<file path="src/logic/soc_defines.svh">
//////////////////////////////
// Widths and memory map of the system bus
// The address is 32 bits, so every window must end at or below 4 GiB
//////////////////////////////

`ifndef SOC_DEFINES_SVH
`define SOC_DEFINES_SVH

// Bus widths
`define SOC_ADDR_W     32
`define SOC_DATA_W     64
`define SOC_APB_DATA_W 32

// Backed L2 words, the DRAM window aliases onto them
`define SOC_L2_WORDS 1024

//////////////////////////////
// Memory map
//////////////////////////////

`define SOC_DRAM_BASE 32'h8000_0000
`define SOC_DRAM_LEN  32'h4000_0000
`define SOC_UART_BASE 32'hC000_0000
`define SOC_UART_LEN  32'h0000_1000
`define SOC_CTRL_BASE 32'hD000_0000
`define SOC_CTRL_LEN  32'h0000_1000

// Control register offsets
`define SOC_CTRL_EXIT      12'h000
`define SOC_CTRL_DRAM_BASE 12'h008
`define SOC_CTRL_DRAM_END  12'h010
`define SOC_CTRL_CNT_EN    12'h018

`endif

</file>
<file path="src/logic/soc_pkg.sv">
//////////////////////////////
// Bus types shared by every stage and target
//////////////////////////////

`default_nettype none

`include "soc_defines.svh"

package soc_pkg;

  typedef logic [`SOC_ADDR_W-1:0]             addr_t;
  typedef logic [`SOC_DATA_W-1:0]             data_t;
  typedef logic [`SOC_DATA_W/8-1:0]           strb_t;
  typedef logic [`SOC_APB_DATA_W-1:0]         apb_data_t;
  typedef logic [$clog2(`SOC_L2_WORDS)-1:0]   l2_idx_t;

  typedef enum logic [1:0] {
    IDLE,
    SETUP,
    ACCESS
  } apb_state_e;

  //////////////////////////////
  // Request and response
  //////////////////////////////

  typedef struct packed {
    logic  we;
    addr_t addr;
    data_t wdata;
    strb_t strb;
  } bus_req_t;

  typedef struct packed {
    data_t rdata;
    logic  err;
  } bus_rsp_t;

  // Byte-enable write merge used by L2 and the control registers
  function automatic data_t strb_merge(data_t old_w, data_t new_w, strb_t strb);
    data_t res;
    res = old_w;
    for (int i = 0; i < $bits(strb_t); i++) begin
      if (strb[i]) begin
        res[i*8 +: 8] = new_w[i*8 +: 8];
      end
    end
    return res;
  endfunction

endpackage

`default_nettype wire

</file>
<file path="src/logic/soc_decode_stage.sv">
//////////////////////////////
// Two register stages between acceptance and the target strobes
// Only one UART access at a time, ready_o is low while it runs
//////////////////////////////

`timescale 1ns/1ps
`default_nettype none

`include "soc_defines.svh"

module soc_decode_stage import soc_pkg::*; (
  input  wire       clk_i,
  input  wire       rst_i,
  input  wire       req_valid_i,
  input  bus_req_t  req_i,
  output logic      ready_o,
  input  wire       apb_done_i,
  output logic      l2_sel_o,
  output logic      ctrl_sel_o,
  output logic      uart_sel_o,
  output logic      none_sel_o,
  output bus_req_t  stage_req_o
);

  typedef struct packed {
    logic l2;
    logic ctrl;
    logic uart;
    logic none;
  } tgt_t;

  function automatic logic in_win(addr_t addr, addr_t base, addr_t len);
    return (addr - base) < len;
  endfunction

  logic     accept;
  tgt_t     hit;
  tgt_t     tgt_q;
  tgt_t     sel_q;
  bus_req_t req_q;
  bus_req_t stage_req_q;
  logic     uart_pend_q;

  assign accept = req_valid_i && ready_o;

  always_comb begin
    hit.l2   = in_win(req_i.addr, `SOC_DRAM_BASE, `SOC_DRAM_LEN);
    hit.uart = in_win(req_i.addr, `SOC_UART_BASE, `SOC_UART_LEN);
    hit.ctrl = in_win(req_i.addr, `SOC_CTRL_BASE, `SOC_CTRL_LEN);
    hit.none = !(hit.l2 || hit.uart || hit.ctrl);
  end

  //////////////////////////////
  // Pipeline registers
  //////////////////////////////

  always_ff @(posedge clk_i) begin
    if (rst_i) begin
      tgt_q <= '0;
      sel_q <= '0;
    end else begin
      tgt_q <= accept ? hit : '0;
      sel_q <= tgt_q;
    end
  end

  always_ff @(posedge clk_i) begin
    if (accept) begin
      req_q <= req_i;
    end
    stage_req_q <= req_q;
  end

  // Blocks new requests until the bridge finishes
  always_ff @(posedge clk_i) begin
    if (rst_i) begin
      uart_pend_q <= 1'b0;
    end else if (accept && hit.uart) begin
      uart_pend_q <= 1'b1;
    end else if (apb_done_i) begin
      uart_pend_q <= 1'b0;
    end
  end

  assign ready_o     = !uart_pend_q;
  assign l2_sel_o    = sel_q.l2;
  assign ctrl_sel_o  = sel_q.ctrl;
  assign uart_sel_o  = sel_q.uart;
  assign none_sel_o  = sel_q.none;
  assign stage_req_o = stage_req_q;

endmodule

`default_nettype wire

</file>
<file path="config.mk">
export PLATFORM = sky130hd
export DESIGN_NAME = soc_decode_stage
export DESIGN_NICKNAME = d
export VERILOG_FILES = /design/src/logic/soc_pkg.sv /design/src/logic/soc_decode_stage.sv
export VERILOG_INCLUDE_DIRS = /design/src /design/src/logic
export SDC_FILE = /design/constraint.sdc
export NUM_CORES = 1
export LEC_CHECK = 0
export ABC_AREA = 1
export BUFFER_PORTS_ARGS = -buffer_cell sky130_fd_sc_hd__buf_4
export CORE_ASPECT_RATIO = 0.8
export CORE_UTILIZATION = 30
export CTS_CLUSTER_SIZE = 30
export DETAILED_ROUTE_END_ITERATION = 10
export SETUP_SLACK_MARGIN = 0.1
export SYNTH_ARGS = -nofsm -noshare
export SYNTH_HDL_FRONTEND = slang
export SYNTH_SLANG_ARGS = --single-unit
</file>
<file path="constraint.sdc">
create_clock -name clk_i -period 11.5 [get_ports clk_i]
set_input_delay 1.725 -clock clk_i [delete_from_list [all_inputs] [get_ports clk_i]]
set_output_delay 1.725 -clock clk_i [all_outputs]
set_load 0.05 [all_outputs]
</file>
==> run summary, run 1 <==
The run finished with clean final reports. After detailed routing, the number of remaining DRC violations is 0. Required arrival time at the worst endpoint: 11.91 ns. The clock share of power is 0.405.

The worst register-to-register path begins at uart_pend_q$_SDFFE_PP0P_. The analysis attributes to cell leakage a power of 3.51 nW. Yosys printed 0 warnings. The net switching component of the power is 0.380 mW, and the pin count of the biggest net entering global routing is 64. The number of antenna diodes in the final layout is 0.

The run gives 11000 um as the final routed wirelength across all metal layers. Power comes to 1.71 mW. The clock net in this run drives a total of 219 sinks. Global routing finished with a remaining overflow of 0. The area share of the leading cell type in the synthesized netlist was 0.558; the core area was 18300 um^2. The library cells used most frequently in the layout, excluding fill and tap cells, are sky130_fd_sc_hd__buf_4 (219), sky130_fd_sc_hd__dfxtp_1 (114), sky130_fd_sc_hd__edfxtp_1 (105), sky130_fd_sc_hd__clkbuf_16 (24), sky130_fd_sc_hd__nor2_1 (18). The ratio of cells with drive above 1 in the final layout is 0.487. The final max-slew violation count is 0.

TritonCTS built the clock tree. Synthesis produced a netlist with a net count of 378. The number of buffers inserted to repair setup after CTS was 0; the count of instances resized after the clock tree is built was 0.

The worst setup path is captured at a flip-flop. After synthesis the cells add up to 5650 um^2. The count of routing violations after the opening detailed-route iteration is 129. The setup slack of the most critical reg-to-reg path is 8.77 ns. The number of flip-flops and latches in the synthesized netlist was 219; the switching part of the total was 0.223.

The count of buffering cells on the critical path with inverters included was 3; the number of core rows was 44. The height of the die is 125 um. The tools report the number of instances in the synthesized netlist as 269. The detail route stage leaves a number of antenna-violating nets equal to 0. The startpoint identified for the worst hold timing path is req_q[96]$_DFFE_PP_. The total track usage was 0.111; the die footprint was 19400 um^2. Power per cell area: 205 nW/um^2.

By area the synthesized netlist is led by sky130_fd_sc_hd__edfxtp_1 (56%), sky130_fd_sc_hd__dfxtp_1 (40%), sky130_fd_sc_hd__nor2_1 (1.2%). The run gives 4 as the length of the first detailed-routing pass in iterations. The fraction of power consumed by sequential logic came out at 0.511. STA classifies the critical path startpoint as a primary input. The clock root buffer was sky130_fd_sc_hd__clkbuf_16. The number of cells traversed by the worst hold path is 0, and the setup TNS after final layout is 0 ns. The post-synthesis cell type with the largest combined area was sky130_fd_sc_hd__edfxtp_1. The tightest min-delay check is of the flip-flop to flip-flop type. After legalization and detailed placement, the total HPWL measured 7810 um.

Data arrives at the worst endpoint at 4.15 ns. Setup repair after global routing left no endpoint under its margin. The first global-routing pass estimated 16700 um of wire.

The count of H-tree levels built during CTS is 1. Reported max-cap violation count: 0. After detailed routing, the number of vias per cell comes to 3.81. Number of cells on the worst reg-to-reg path: 6.

Leaving out fill and tap cells, the most frequent cell in the layout is sky130_fd_sc_hd__buf_4. The number of global-route vias before repair came out at 3060. The number of buffers added on ports was 218; the maximum ir drop on the vdd rail was 0.000106 V.

The worst hold path terminates at stage_req_o[96]$_DFF_P_. The family of cells with the greatest summed delay on the critical path is simple AND/OR/NAND/NOR gates. The clock arrives with 0.0143 ns of skew.

In this run the worst path has a maximum fanout of 63. Walking the worst path, the cells encountered are buf_4 -> inv_1 -> nor2_4 -> buf_4 -> nand2_1 -> nor2_1 -> nand2_1 -> nor2_1. The logs give 0.309 for the starting density of the core and 0 for the number of hold buffers added after cts. The design internal power was 1.33 mW. In this run the critical register-to-register path is captured at tgt_q[0]$_SDFF_PP0_. The largest individual stage delay along the critical path comes from the cell sky130_fd_sc_hd__nor2_4.

On the worst path, the slowest cell contributes a delay of 0.89 ns. The initial antenna violation count is 0. Start-to-end type of the worst setup path: primary input to flip-flop. In this run, distinct cell masters in the synthesized netlist total 12. The worst relative slew slack was 0.198. The tools report the clock insertion delay at the later pin of the skew report as 0.49 ns.

The maximum clock frequency came out at 0.268 GHz. The final layout contains 621 nets. The final setup violation count was 0.

The die width works out to 155 um. After filler insertion, the fill cell instance count of the layout stands at 1625. The portion of the clock cycle consumed by the worst path in the final layout is 0.325. The share of the yosys chip area belonging to registers is 0.962, and the final RePlAce weighted congestion is 0.733. The tools report the hold violation count in the final report as 0. The pin slew with the least headroom to its limit is 1.20 ns. Subtracting the final worst setup slack from the clock period gives 3.73 ns. The routed layout has 2975 vias.

The number of buffers created by CTS was 22; the mean area per synthesized cell was 21.0 um^2. The clock input transition at the sequential cells of the worst setup and hold paths is 0.06 ns. During I/O placement, the number of pins put on the boundary was 219.

The part of the power in combinational logic came out at 0.084. After detailed routing, the average wire length per cell comes to 14.1 um. Compared with the post-synthesis result, the final layout area differs by 47.5%.

Number of buffers between clock root and the deepest sink: 3.
==> worst max path at each step <==
stage / start / endpoint / slack (ns) / cells after the start
after floorplan: req_valid_i / tgt_q[0]$_SDFF_PP0_ / 6.28 / 6
after global placement: req_valid_i / tgt_q[0]$_SDFF_PP0_ / 7.31 / 8
after detailed placement: req_valid_i / tgt_q[0]$_SDFF_PP0_ / 7.19 / 8
after CTS: req_valid_i / tgt_q[0]$_SDFF_PP0_ / 7.70 / 8
after global routing: req_valid_i / tgt_q[0]$_SDFF_PP0_ / 7.45 / 8
final: req_valid_i / tgt_q[0]$_SDFF_PP0_ / 7.77 / 8
==> layer usage <==
layer / GRT usage / vias to the layer above / routed length, um
met4: 0.0409 / 0 / 326
met2: 0.172 / 162 / 4890
met1: 0.134 / 1382 / 4480
met3: 0.0515 / 22 / 1300
met5: 0 / - / 0
li1: - / 1409 / -
==> cells by family (layout without fill, tap and decap cells) <==
family,after synthesis,count (layout),share of synthesized area
buffers and inverters,13,272,0.00864
DFF,219,219,0.962
and+or+nand+nor,37,37,0.0292
==> synthesized netlist by cell type, drive strengths merged <==
cell    number
edfxtp     105
nor3         1
or2          1
nand2       10
and2         1
inv         13
nand3        2
dfxtp      114
nor2        22
==> sequential cells by signal, summed over array words and instances (netlist names) <==
name / count
ctrl_sel_o: 1
l2_sel_o: 1
none_sel_o: 1
req_q: 105
stage_req_o: 105
tgt_q: 4
uart_pend_q: 1
uart_sel_o: 1
==> power groups by stage <==
stage	sequential, mW	clock [mW]	combinational, mW
after floorplan	0.957	0	0.00761
after global placement	0.887	0	0.145
after detailed placement	0.889	0	0.146
after CTS	0.872	0.717	0.146
after global routing	0.874	0.748	0.150
final	0.871	0.691	0.144
==> stage by stage <==
step | util | setup slack (ns) | cells | hold WS (ns) | area (um^2)
after floorplan | - | 6.28 | 269 | 0.323 | 5650
after global placement | 0.417 | 7.31 | 741 | 0.324 | 7610
after detailed placement | 0.417 | 7.19 | 741 | 0.327 | 7610
after CTS | 0.456 | 7.70 | 781 | 0.328 | 8330
after global routing | 0.456 | 7.45 | 781 | 0.344 | 8330
final | 0.456 | 7.77 | 781 | 0.328 | 8330
==> area by class of cell <==
type,count,area [um^2],area share
Sequential cell,219,5440,0.652
Timing Repair Buffer,219,1640,0.197
Clock buffer,33,654,0.0786
Tap cell,253,317,0.0380
Multi-Input combinational cell,37,170,0.0204
Clock inverter,7,61.3,0.00736
Inverter,13,48.8,0.00586
==> worst reg2reg max path, cell delays in order (launching register included) <==
cell and delay, ns:
sky130_fd_sc_hd__dfxtp_1 0.34, sky130_fd_sc_hd__nor2_4 0.92, sky130_fd_sc_hd__buf_4 0.81, sky130_fd_sc_hd__nand2_1 0.30, sky130_fd_sc_hd__nor2_1 0.14, sky130_fd_sc_hd__nand2_1 0.07, sky130_fd_sc_hd__nor2_1 0.10
Power figures use the tool's default switching activity.
==> run 2, diff against run 1 <==
Settings changed: ABC_AREA 1 to 0.
Clock period 11.5 ns to 3.25 ns, I/O delays scaled along.
==> run summary, run 2 <==
The count of buffering cells on the critical path with inverters included is 1 (-2), and the hold violation count in the final report is 0 (unchanged). Height of the die: 124 um (-0.51%). Number of cells on the worst reg-to-reg path: 2 (-4). Most common cell in the synthesized netlist: sky130_fd_sc_hd__dfxtp_1. The logs give 15100 um (-9.5%) for the global-route wire length before repair and 3 (unchanged) for the number of buffers between clock root and the deepest sink. Count of H-tree levels built during CTS: 1 (unchanged). The total congestion overflow is 0 (unchanged). The die footprint was 19200 um^2 (-1.0%). For the number of buffers created by CTS, the log shows 21 (-4.5%). The tools report the count of routing violations after the opening detailed-route iteration as 116 (-10%). The via density per instance came out at 3.89 (+2.2%).

The largest stage delay on the critical path works out to 0.53 ns (-0.36 ns). Half-perimeter wire length of the detailed placement result: 7450 um (-4.6%). For the number of global-route vias before repair, the log shows 2898 (-5.3%).

The top fanout value on the critical path was 51 (-19%). The starting density of the core was 0.308 (-0.00136). The number of inserted filler cells in the final layout is 1600 (-1.5%), and the number of antenna-violating nets in the routed design is 0 (unchanged).

The number of buffers added on ports is 218 (unchanged). The class of the most critical hold timing path was primary input to flip-flop. The length of the first detailed-routing pass in iterations came out at 4 (unchanged). Broken down by cell family, the worst path's largest delay share belongs to buffers and inverters.

The area growth from synthesis to layout is 46.8%. The placed instance count came out at 692 (-6.6%). The detail-routed net length per standard cell works out to 14.4 um (+2.6%). TritonCTS built the clock tree. The share of synthesized registers carrying an async set or reset is 0 (unchanged), and the number of buffers inserted to repair setup after CTS is 0 (unchanged). Standard cell with the maximum stage delay on the critical path: sky130_fd_sc_hd__buf_4. The mean area per synthesized cell works out to 23.1 um^2 (+10%). The die width is 155 um (-0.51%), and the number of instances in the synthesized netlist is 242 (-10%).

The setup slack at placement came out at 1.52 ns (-5.67 ns). For the number of hold buffers added after cts, the log shows 0 (unchanged). Leakage power figure: 3.42 nW (-2.5%). The number of distinct library cell variants in the gate-level netlist after synthesis is 16 (+4).

Tracing the worst setup path back leads to its startpoint at uart_pend_q$_SDFFE_PP0P_. The tools report the number of I/O pins as 219 (unchanged). The utilization after layout is 0.452 (-0.00419), and the portion of the clock cycle consumed by the worst path in the final layout is 0.479. The logs give 730 (-6.5%) for the number of cells in the finished layout apart from fillers and 0.732 (-0.23%) for the final RePlAce weighted congestion.

The flow ran to the end, and the final reports show no timing, DRC or antenna violations. The clock net sink count came out at 219 (unchanged). The most common library cell in the layout ignoring fill and taps was sky130_fd_sc_hd__buf_4.

The tools report the count of nets after finishing as 594 (-4.3%). The post-route worst setup slack is 1.69 ns (-6.07 ns), and the instance area at placement is 7540 um^2 (-0.92%). The data arrival time at the worst-slack endpoint came out at 1.67 ns (-2.48 ns). The run gives 0 (unchanged) as the count of instances resized after the clock tree is built.

The total number of vias is 2842 (-4.5%), and the maximum ir drop on the vdd rail is 0.000335 V (+220%). The number of enable flip-flop cells after synthesis was 105 (unchanged); the cell area after layout was 8200 um^2 (-1.5%). The tools report the initial antenna violation count as 0 (unchanged). The reported max-cap violation count was 0 (unchanged). The startpoint identified for the worst register-to-register timing path is uart_pend_q$_SDFFE_PP0P_. The library cells used most frequently in the layout, excluding fill and tap cells, are sky130_fd_sc_hd__buf_4 (219), sky130_fd_sc_hd__dfxtp_1 (114), sky130_fd_sc_hd__edfxtp_1 (105), sky130_fd_sc_hd__clkbuf_16 (21), sky130_fd_sc_hd__clkbuf_1 (8).

The time the final worst path needs with I/O delays and setup works out to 1.56 ns. The final setup violation count is 0 (unchanged), and the clock insertion delay at the later pin of the skew report is 0.48 ns (about the same). Worst relative slew slack: 0.568 (+0.370). The share of the yosys chip area belonging to registers is 0.972 (+0.0101), and the pin count of the biggest net entering global routing is 53 (-17%). The setup slack of the most critical reg-to-reg path was 1.69 ns (-7.08 ns); the power per cell area was 718 nW/um^2 (+250%). The start-to-end type of the worst setup path was flip-flop to flip-flop. The total chip power is 5.89 mW (+250%). The total track usage was 0.103 (-0.00763).

The final max-slew violation count is 0 (unchanged), and the total DRC errors in the routed layout is 0 (unchanged). For the tightest hold margin, the log shows 0.176 ns (-0.152 ns). The end of the critical path is req_q[48]$_DFFE_PP_. Ranked by total cell area, the synthesized netlist is headed by sky130_fd_sc_hd__edfxtp_1 (56%), sky130_fd_sc_hd__dfxtp_1 (41%), sky130_fd_sc_hd__nor2b_1 (0.45%). The pin slew with the least headroom to its limit works out to 0.648 ns (-0.553 ns). Traced cell by cell, the critical path runs through and2b_4 -> buf_4.

The post-synthesis cell type with the largest combined area is sky130_fd_sc_hd__edfxtp_1. The logs give 0 (unchanged) for the number of diodes added for antenna fixing and 0 ns (unchanged) for the setup TNS after final layout. The tools report the final routed wirelength across all metal layers as 10500 um (-4.1%). The tools report the number of core rows as 44 (unchanged).

The maximum clock frequency was 0.642 GHz; the ratio of cells with drive above 1 in the final layout was 0.508 (+0.0213). The required arrival time at the worst endpoint was 3.37 ns (-8.54 ns). The number of gates on the worst path with buffers counted is 2 (-6).

The tools report the count of synthesis-stage warnings from yosys as 0 (unchanged). Endpoint type of the worst setup path: a flip-flop. The worst register-to-register path ends at req_q[48]$_DFFE_PP_. The cell area after synthesis came out at 5590 um^2 (-1.0%). The leading register cell type out of synthesis was sky130_fd_sc_hd__dfxtp_1.

The area share of the leading cell type in the synthesized netlist was 0.564 (+0.00587); the clock tree skew after final layout was 0.00724 ns (-0.00707 ns). The clock input transition at the sequential cells of the worst setup and hold paths is 0.06 ns (about the same). Number of flip-flops and latches in the synthesized netlist: 219 (unchanged).

Startpoint type of the worst setup path: a flip-flop. Setup repair after global routing left no endpoint under its margin. The clock root buffer was sky130_fd_sc_hd__clkbuf_16. The synthesized net count was 351 (-7.1%). By count the netlist is led by sky130_fd_sc_hd__dfxtp_1 (114), sky130_fd_sc_hd__edfxtp_1 (105), sky130_fd_sc_hd__nor2b_1 (4), sky130_fd_sc_hd__nor4_1 (4), sky130_fd_sc_hd__inv_1 (3). Core area: 18200 um^2 (-0.60%).
## run 2: changes by cell type after synthesis, sizes merged, moves of 4 or more
cell,previous run,this run
nor2,22,1
nor4,0,5
nor2b,0,4
inv,13,3
nand2,10,2
## run 2: worst reg2reg max path: stages, from the launching register on
cell and delay, ns:
sky130_fd_sc_hd__dfxtp_1 0.31, sky130_fd_sc_hd__and2b_4 0.30, sky130_fd_sc_hd__buf_4 0.53
## run 2: cell type report
cell class / instances / area, um^2 / area share
repair buffers: 220 / 1660 / 0.203
inverters: 3 / 11.3 / 0.00137
clock inverters: 6 / 62.6 / 0.00763
flip-flops and latches: 219 / 5440 / 0.662
multi-input cells: 20 / 146 / 0.0178
well taps: 230 / 288 / 0.0351
clock buffers: 32 / 597 / 0.0727
## run 2: per-layer routing
metal  up-vias  global-route usage  wire (um)
met3        17              0.0491       1230
met4         0              0.0384        265
met2       147               0.162       4810
met1      1317               0.124       4250
met5         -                   0          0
li1       1361                   -          -
## run 2: logic make-up after synthesis
| logic type | synth area share |
|---|---|
| DFF | 0.972 |
| and+or+nand+nor | 0.0208 |
| buffers and inverters | 0.00201 |
| AOI/OAI and AO/OA | 0.00492 |
## run 2: power breakdown
| group | total [mW] | internal, mW | leakage [nW] | switching, mW |
|---|---|---|---|---|
| sequential | 3.08 | 3.05 | 1.99 | 0.0356 |
| clock | 2.30 | 1.35 | 0.324 | 0.949 |
| combinational | 0.510 | 0.175 | 1.11 | 0.335 |
| total | 5.89 | 4.57 | 3.42 | 1.32 |
## run 2: worst min path at each step
stage,from,depth (start not counted),end
after global routing,req_i[79],1,req_q[79]$_DFFE_PP_
after global placement,req_q[17]$_DFFE_PP_,0,stage_req_o[17]$_DFF_P_
after detailed placement,req_q[31]$_DFFE_PP_,0,stage_req_o[31]$_DFF_P_
after CTS,req_i[79],1,req_q[79]$_DFFE_PP_
final,req_i[54],1,req_q[54]$_DFFE_PP_
after floorplan,req_q[0]$_DFFE_PP_,0,stage_req_o[0]$_DFF_P_
==> run 3, diff against run 2 <==
Clock period 3.25 ns to 1.5 ns, I/O delays scaled along.
==> run summary, run 3 (synthesized netlist as in run 2, its figures left out) <==
By startpoint and endpoint, the worst setup path is classified as primary input to flip-flop. The setup slack of the most critical reg-to-reg path is 0.21 ns (-1.48 ns), and the time the final worst path needs with I/O delays and setup is 1.33 ns. The tree is rooted in a sky130_fd_sc_hd__clkbuf_16.

The global-route wire length before repair is 17300 um (+14%), and the die width is 155 um (unchanged). The tools report the number of I/O pins as 219 (unchanged). The logs give 13.5 mW (+130%) for the total chip power and 18200 um^2 (unchanged) for the core area.

The logs give 3245 (+14%) for the total number of vias and 0.731 (-0.14%) for the final RePlAce weighted congestion. The tools report the global routing usage on met1 as 0.135 (+0.0113). The tools report the count of nets after finishing as 701 (+18%).

TritonCTS built the clock tree. The worst hold path belongs to the class primary input to flip-flop. The tools report the reported max-cap violation count as 0 (unchanged).

The number of antenna-violating nets in the routed design came out at 0 (unchanged). The via density per instance is 3.87 (-0.54%). The logs give 0 ns (unchanged) for the setup TNS after final layout and 1478 (-7.6%) for the number of inserted filler cells in the final layout.

The number of buffers added on ports was 218 (unchanged). The tools report the number of diodes added for antenna fixing as 0 (unchanged). The tools report the number of buffers created by CTS as 22 (+4.8%).

The power per cell area came out at 1440 nW/um^2 (+100%). The final setup violation count is 0 (unchanged), and the hold violation count in the final report is 0 (unchanged). For hold timing, the worst endpoint is uart_pend_q$_SDFFE_PP0P_. Number of buffers between clock root and the deepest sink: 3 (unchanged). The portion of the clock cycle consumed by the worst path in the final layout was 0.889; the half-perimeter wire length of the detailed placement result was 7410 um (-0.55%). Final routed wirelength across all metal layers: 11700 um (+11%). The tools report the source of the worst hold timing path as apb_done_i.

The count of routing violations after the opening detailed-route iteration is 90 (-22%). The run gives 3.91 nW (+14%) as the leakage power figure. The data arrival time at the worst-slack endpoint came out at 1.71 ns (+0.04 ns). The most common library cell in the layout ignoring fill and taps is sky130_fd_sc_hd__buf_4. Reg-to-reg critical path endpoint: req_q[76]$_DFFE_PP_. The run gives 0 (unchanged) as the total congestion overflow. The die footprint is 19200 um^2 (unchanged), and the total track usage is 0.117 (+0.0140).

Origin of the critical flop-to-flop path: uart_pend_q$_SDFFE_PP0P_. STA classifies the critical path endpoint as a flip-flop. The final max-slew violation count is 0 (unchanged), and the length of the first detailed-routing pass in iterations is 4 (unchanged).

The number of global-route vias before repair is 3373 (+16%), and the ratio of cells with drive above 1 in the final layout is 0.426 (-0.0820). The pin slew with the least headroom to its limit was 0.328 ns (-0.319 ns). The worst setup path is launched from a primary input. The number of cells on the worst reg-to-reg path is 2 (unchanged), and the number of buffers inserted to repair setup after CTS is 0 (unchanged).

The height of the die was 124 um (unchanged). The clock input transition at the sequential cells of the worst setup and hold paths works out to 0.06 ns (about the same). The library cells used most frequently in the layout, excluding fill and tap cells, are sky130_fd_sc_hd__buf_4 (218), sky130_fd_sc_hd__dfxtp_1 (114), sky130_fd_sc_hd__dlygate4sd3_1 (106), sky130_fd_sc_hd__edfxtp_1 (105), sky130_fd_sc_hd__clkbuf_16 (23). Setup slack at placement: 0.200 ns (-1.32 ns). Derived from the worst setup path, the maximum achievable clock frequency is 0.750 GHz. The clock net sink count came out at 219 (unchanged). Compared with the post-synthesis result, the final layout area differs by 67.7%.

For the global routing usage on met3, the log shows 0.0456 (-0.00348). Setup repair after global routing left no endpoint under its margin. The number of cells traversed by the worst hold path was 3 (+2).

The flow ran to the end, and the final reports show no timing, DRC or antenna violations. The number of core rows was 44 (unchanged). The busiest metal layer after global routing is met2. The logs give 0 (unchanged) for the initial antenna violation count and 60 (+13%) for the pin count of the biggest net entering global routing. The clock tree skew after final layout was 0.00753 ns (+0.000286 ns); the post-route worst setup slack was 0.167 ns (-1.53 ns). For the worst relative slew slack, the log shows 0.781 (+0.213). The run gives 0.49 ns (about the same) as the clock insertion delay at the later pin of the skew report.

The tools report the starting density of the core as 0.308 (unchanged). The maximum ir drop on the vdd rail is 0.000679 V (+100%), and the count of H-tree levels built during CTS is 1 (unchanged). The detail-routed net length per standard cell was 14.0 um (-3.0%); the met2 routing resource usage after global routing was 0.200 (+0.0382).

Top fanout value on the critical path: 4 (-92%). The tools report the required arrival time at the worst endpoint as 1.87 ns (-1.50 ns). The total DRC errors in the routed layout was 0 (unchanged).
==> run 3: cell types whose count changed in the layout (fill, tap and decap cells not counted), sizes merged <==
| cell | change |
|---|---|
| inv | -1 |
| clkbuf | +1 |
| bufinv | +1 |
| clkinvlp | +1 |
| dlygate4sd3 | +106 |
==> run 3: cell type report <==
type,instances,area [um^2],area share
clock inverter,7,90.1,0.00961
inverter,3,11.3,0.00120
sequential,219,5440,0.580
timing repair buffer,326,2740,0.292
tap,230,288,0.0307
multi-input combinational,20,160,0.0171
clock buffer,33,653,0.0697
==> run 3: what timing repair did <==
action | CTS | global route
gates resized for setup | 0 | 1
endpoints found under the setup margin | 0 | 2
endpoints found under the hold margin | 112 | 0
hold buffers | 106 | 0
==> run 3: critical path, stage by stage <==
cell and delay (ns):
sky130_fd_sc_hd__dlygate4sd3_1 0.54, sky130_fd_sc_hd__buf_4 0.14, sky130_fd_sc_hd__nor4_1 0.27, sky130_fd_sc_hd__nand3_1 0.24, sky130_fd_sc_hd__o2111a_1 0.30
==> run 3: how the worst max path moves through the flow <==
stage                                  start                  endpoint  slack (ns)  depth (start not counted)
floorplan           uart_pend_q$_SDFFE_PP0P_  uart_pend_q$_SDFFE_PP0P_       -0.31                          3
global placement    uart_pend_q$_SDFFE_PP0P_       req_q[70]$_DFFE_PP_        0.24                          2
detailed placement  uart_pend_q$_SDFFE_PP0P_       req_q[65]$_DFFE_PP_        0.20                          2
CTS                                req_i[90]       tgt_q[0]$_SDFF_PP0_        0.17                          5
global route                       req_i[95]       tgt_q[0]$_SDFF_PP0_        0.14                          5
finish                             req_i[92]       tgt_q[0]$_SDFF_PP0_        0.17                          5
==> run 3: report_power, final <==
part	switching (mW)	internal, mW	total [mW]
combinational	0.778	0.564	1.34
sequential	0.0797	6.60	6.68
clock	2.13	3.36	5.49
==> run 3: stage by stage <==
stage	instances	utilization	cell area (um^2)	hold WS (ns)
floorplan	242	-	5600	0.297
global placement	692	0.416	7560	0.324
detailed placement	692	0.416	7560	0.327
CTS	838	0.516	9370	0.0127
global route	838	0.516	9380	0.0266
finish	838	0.516	9380	0.0335
==> run 3: layer usage <==
| layer | vias up | share of wire |
|---|---|---|
| met5 | - | 0 |
| met1 | 1508 | 0.40 |
| met2 | 140 | 0.48 |
| li1 | 1572 | - |
| met3 | 25 | 0.085 |
| met4 | 0 | 0.028 |
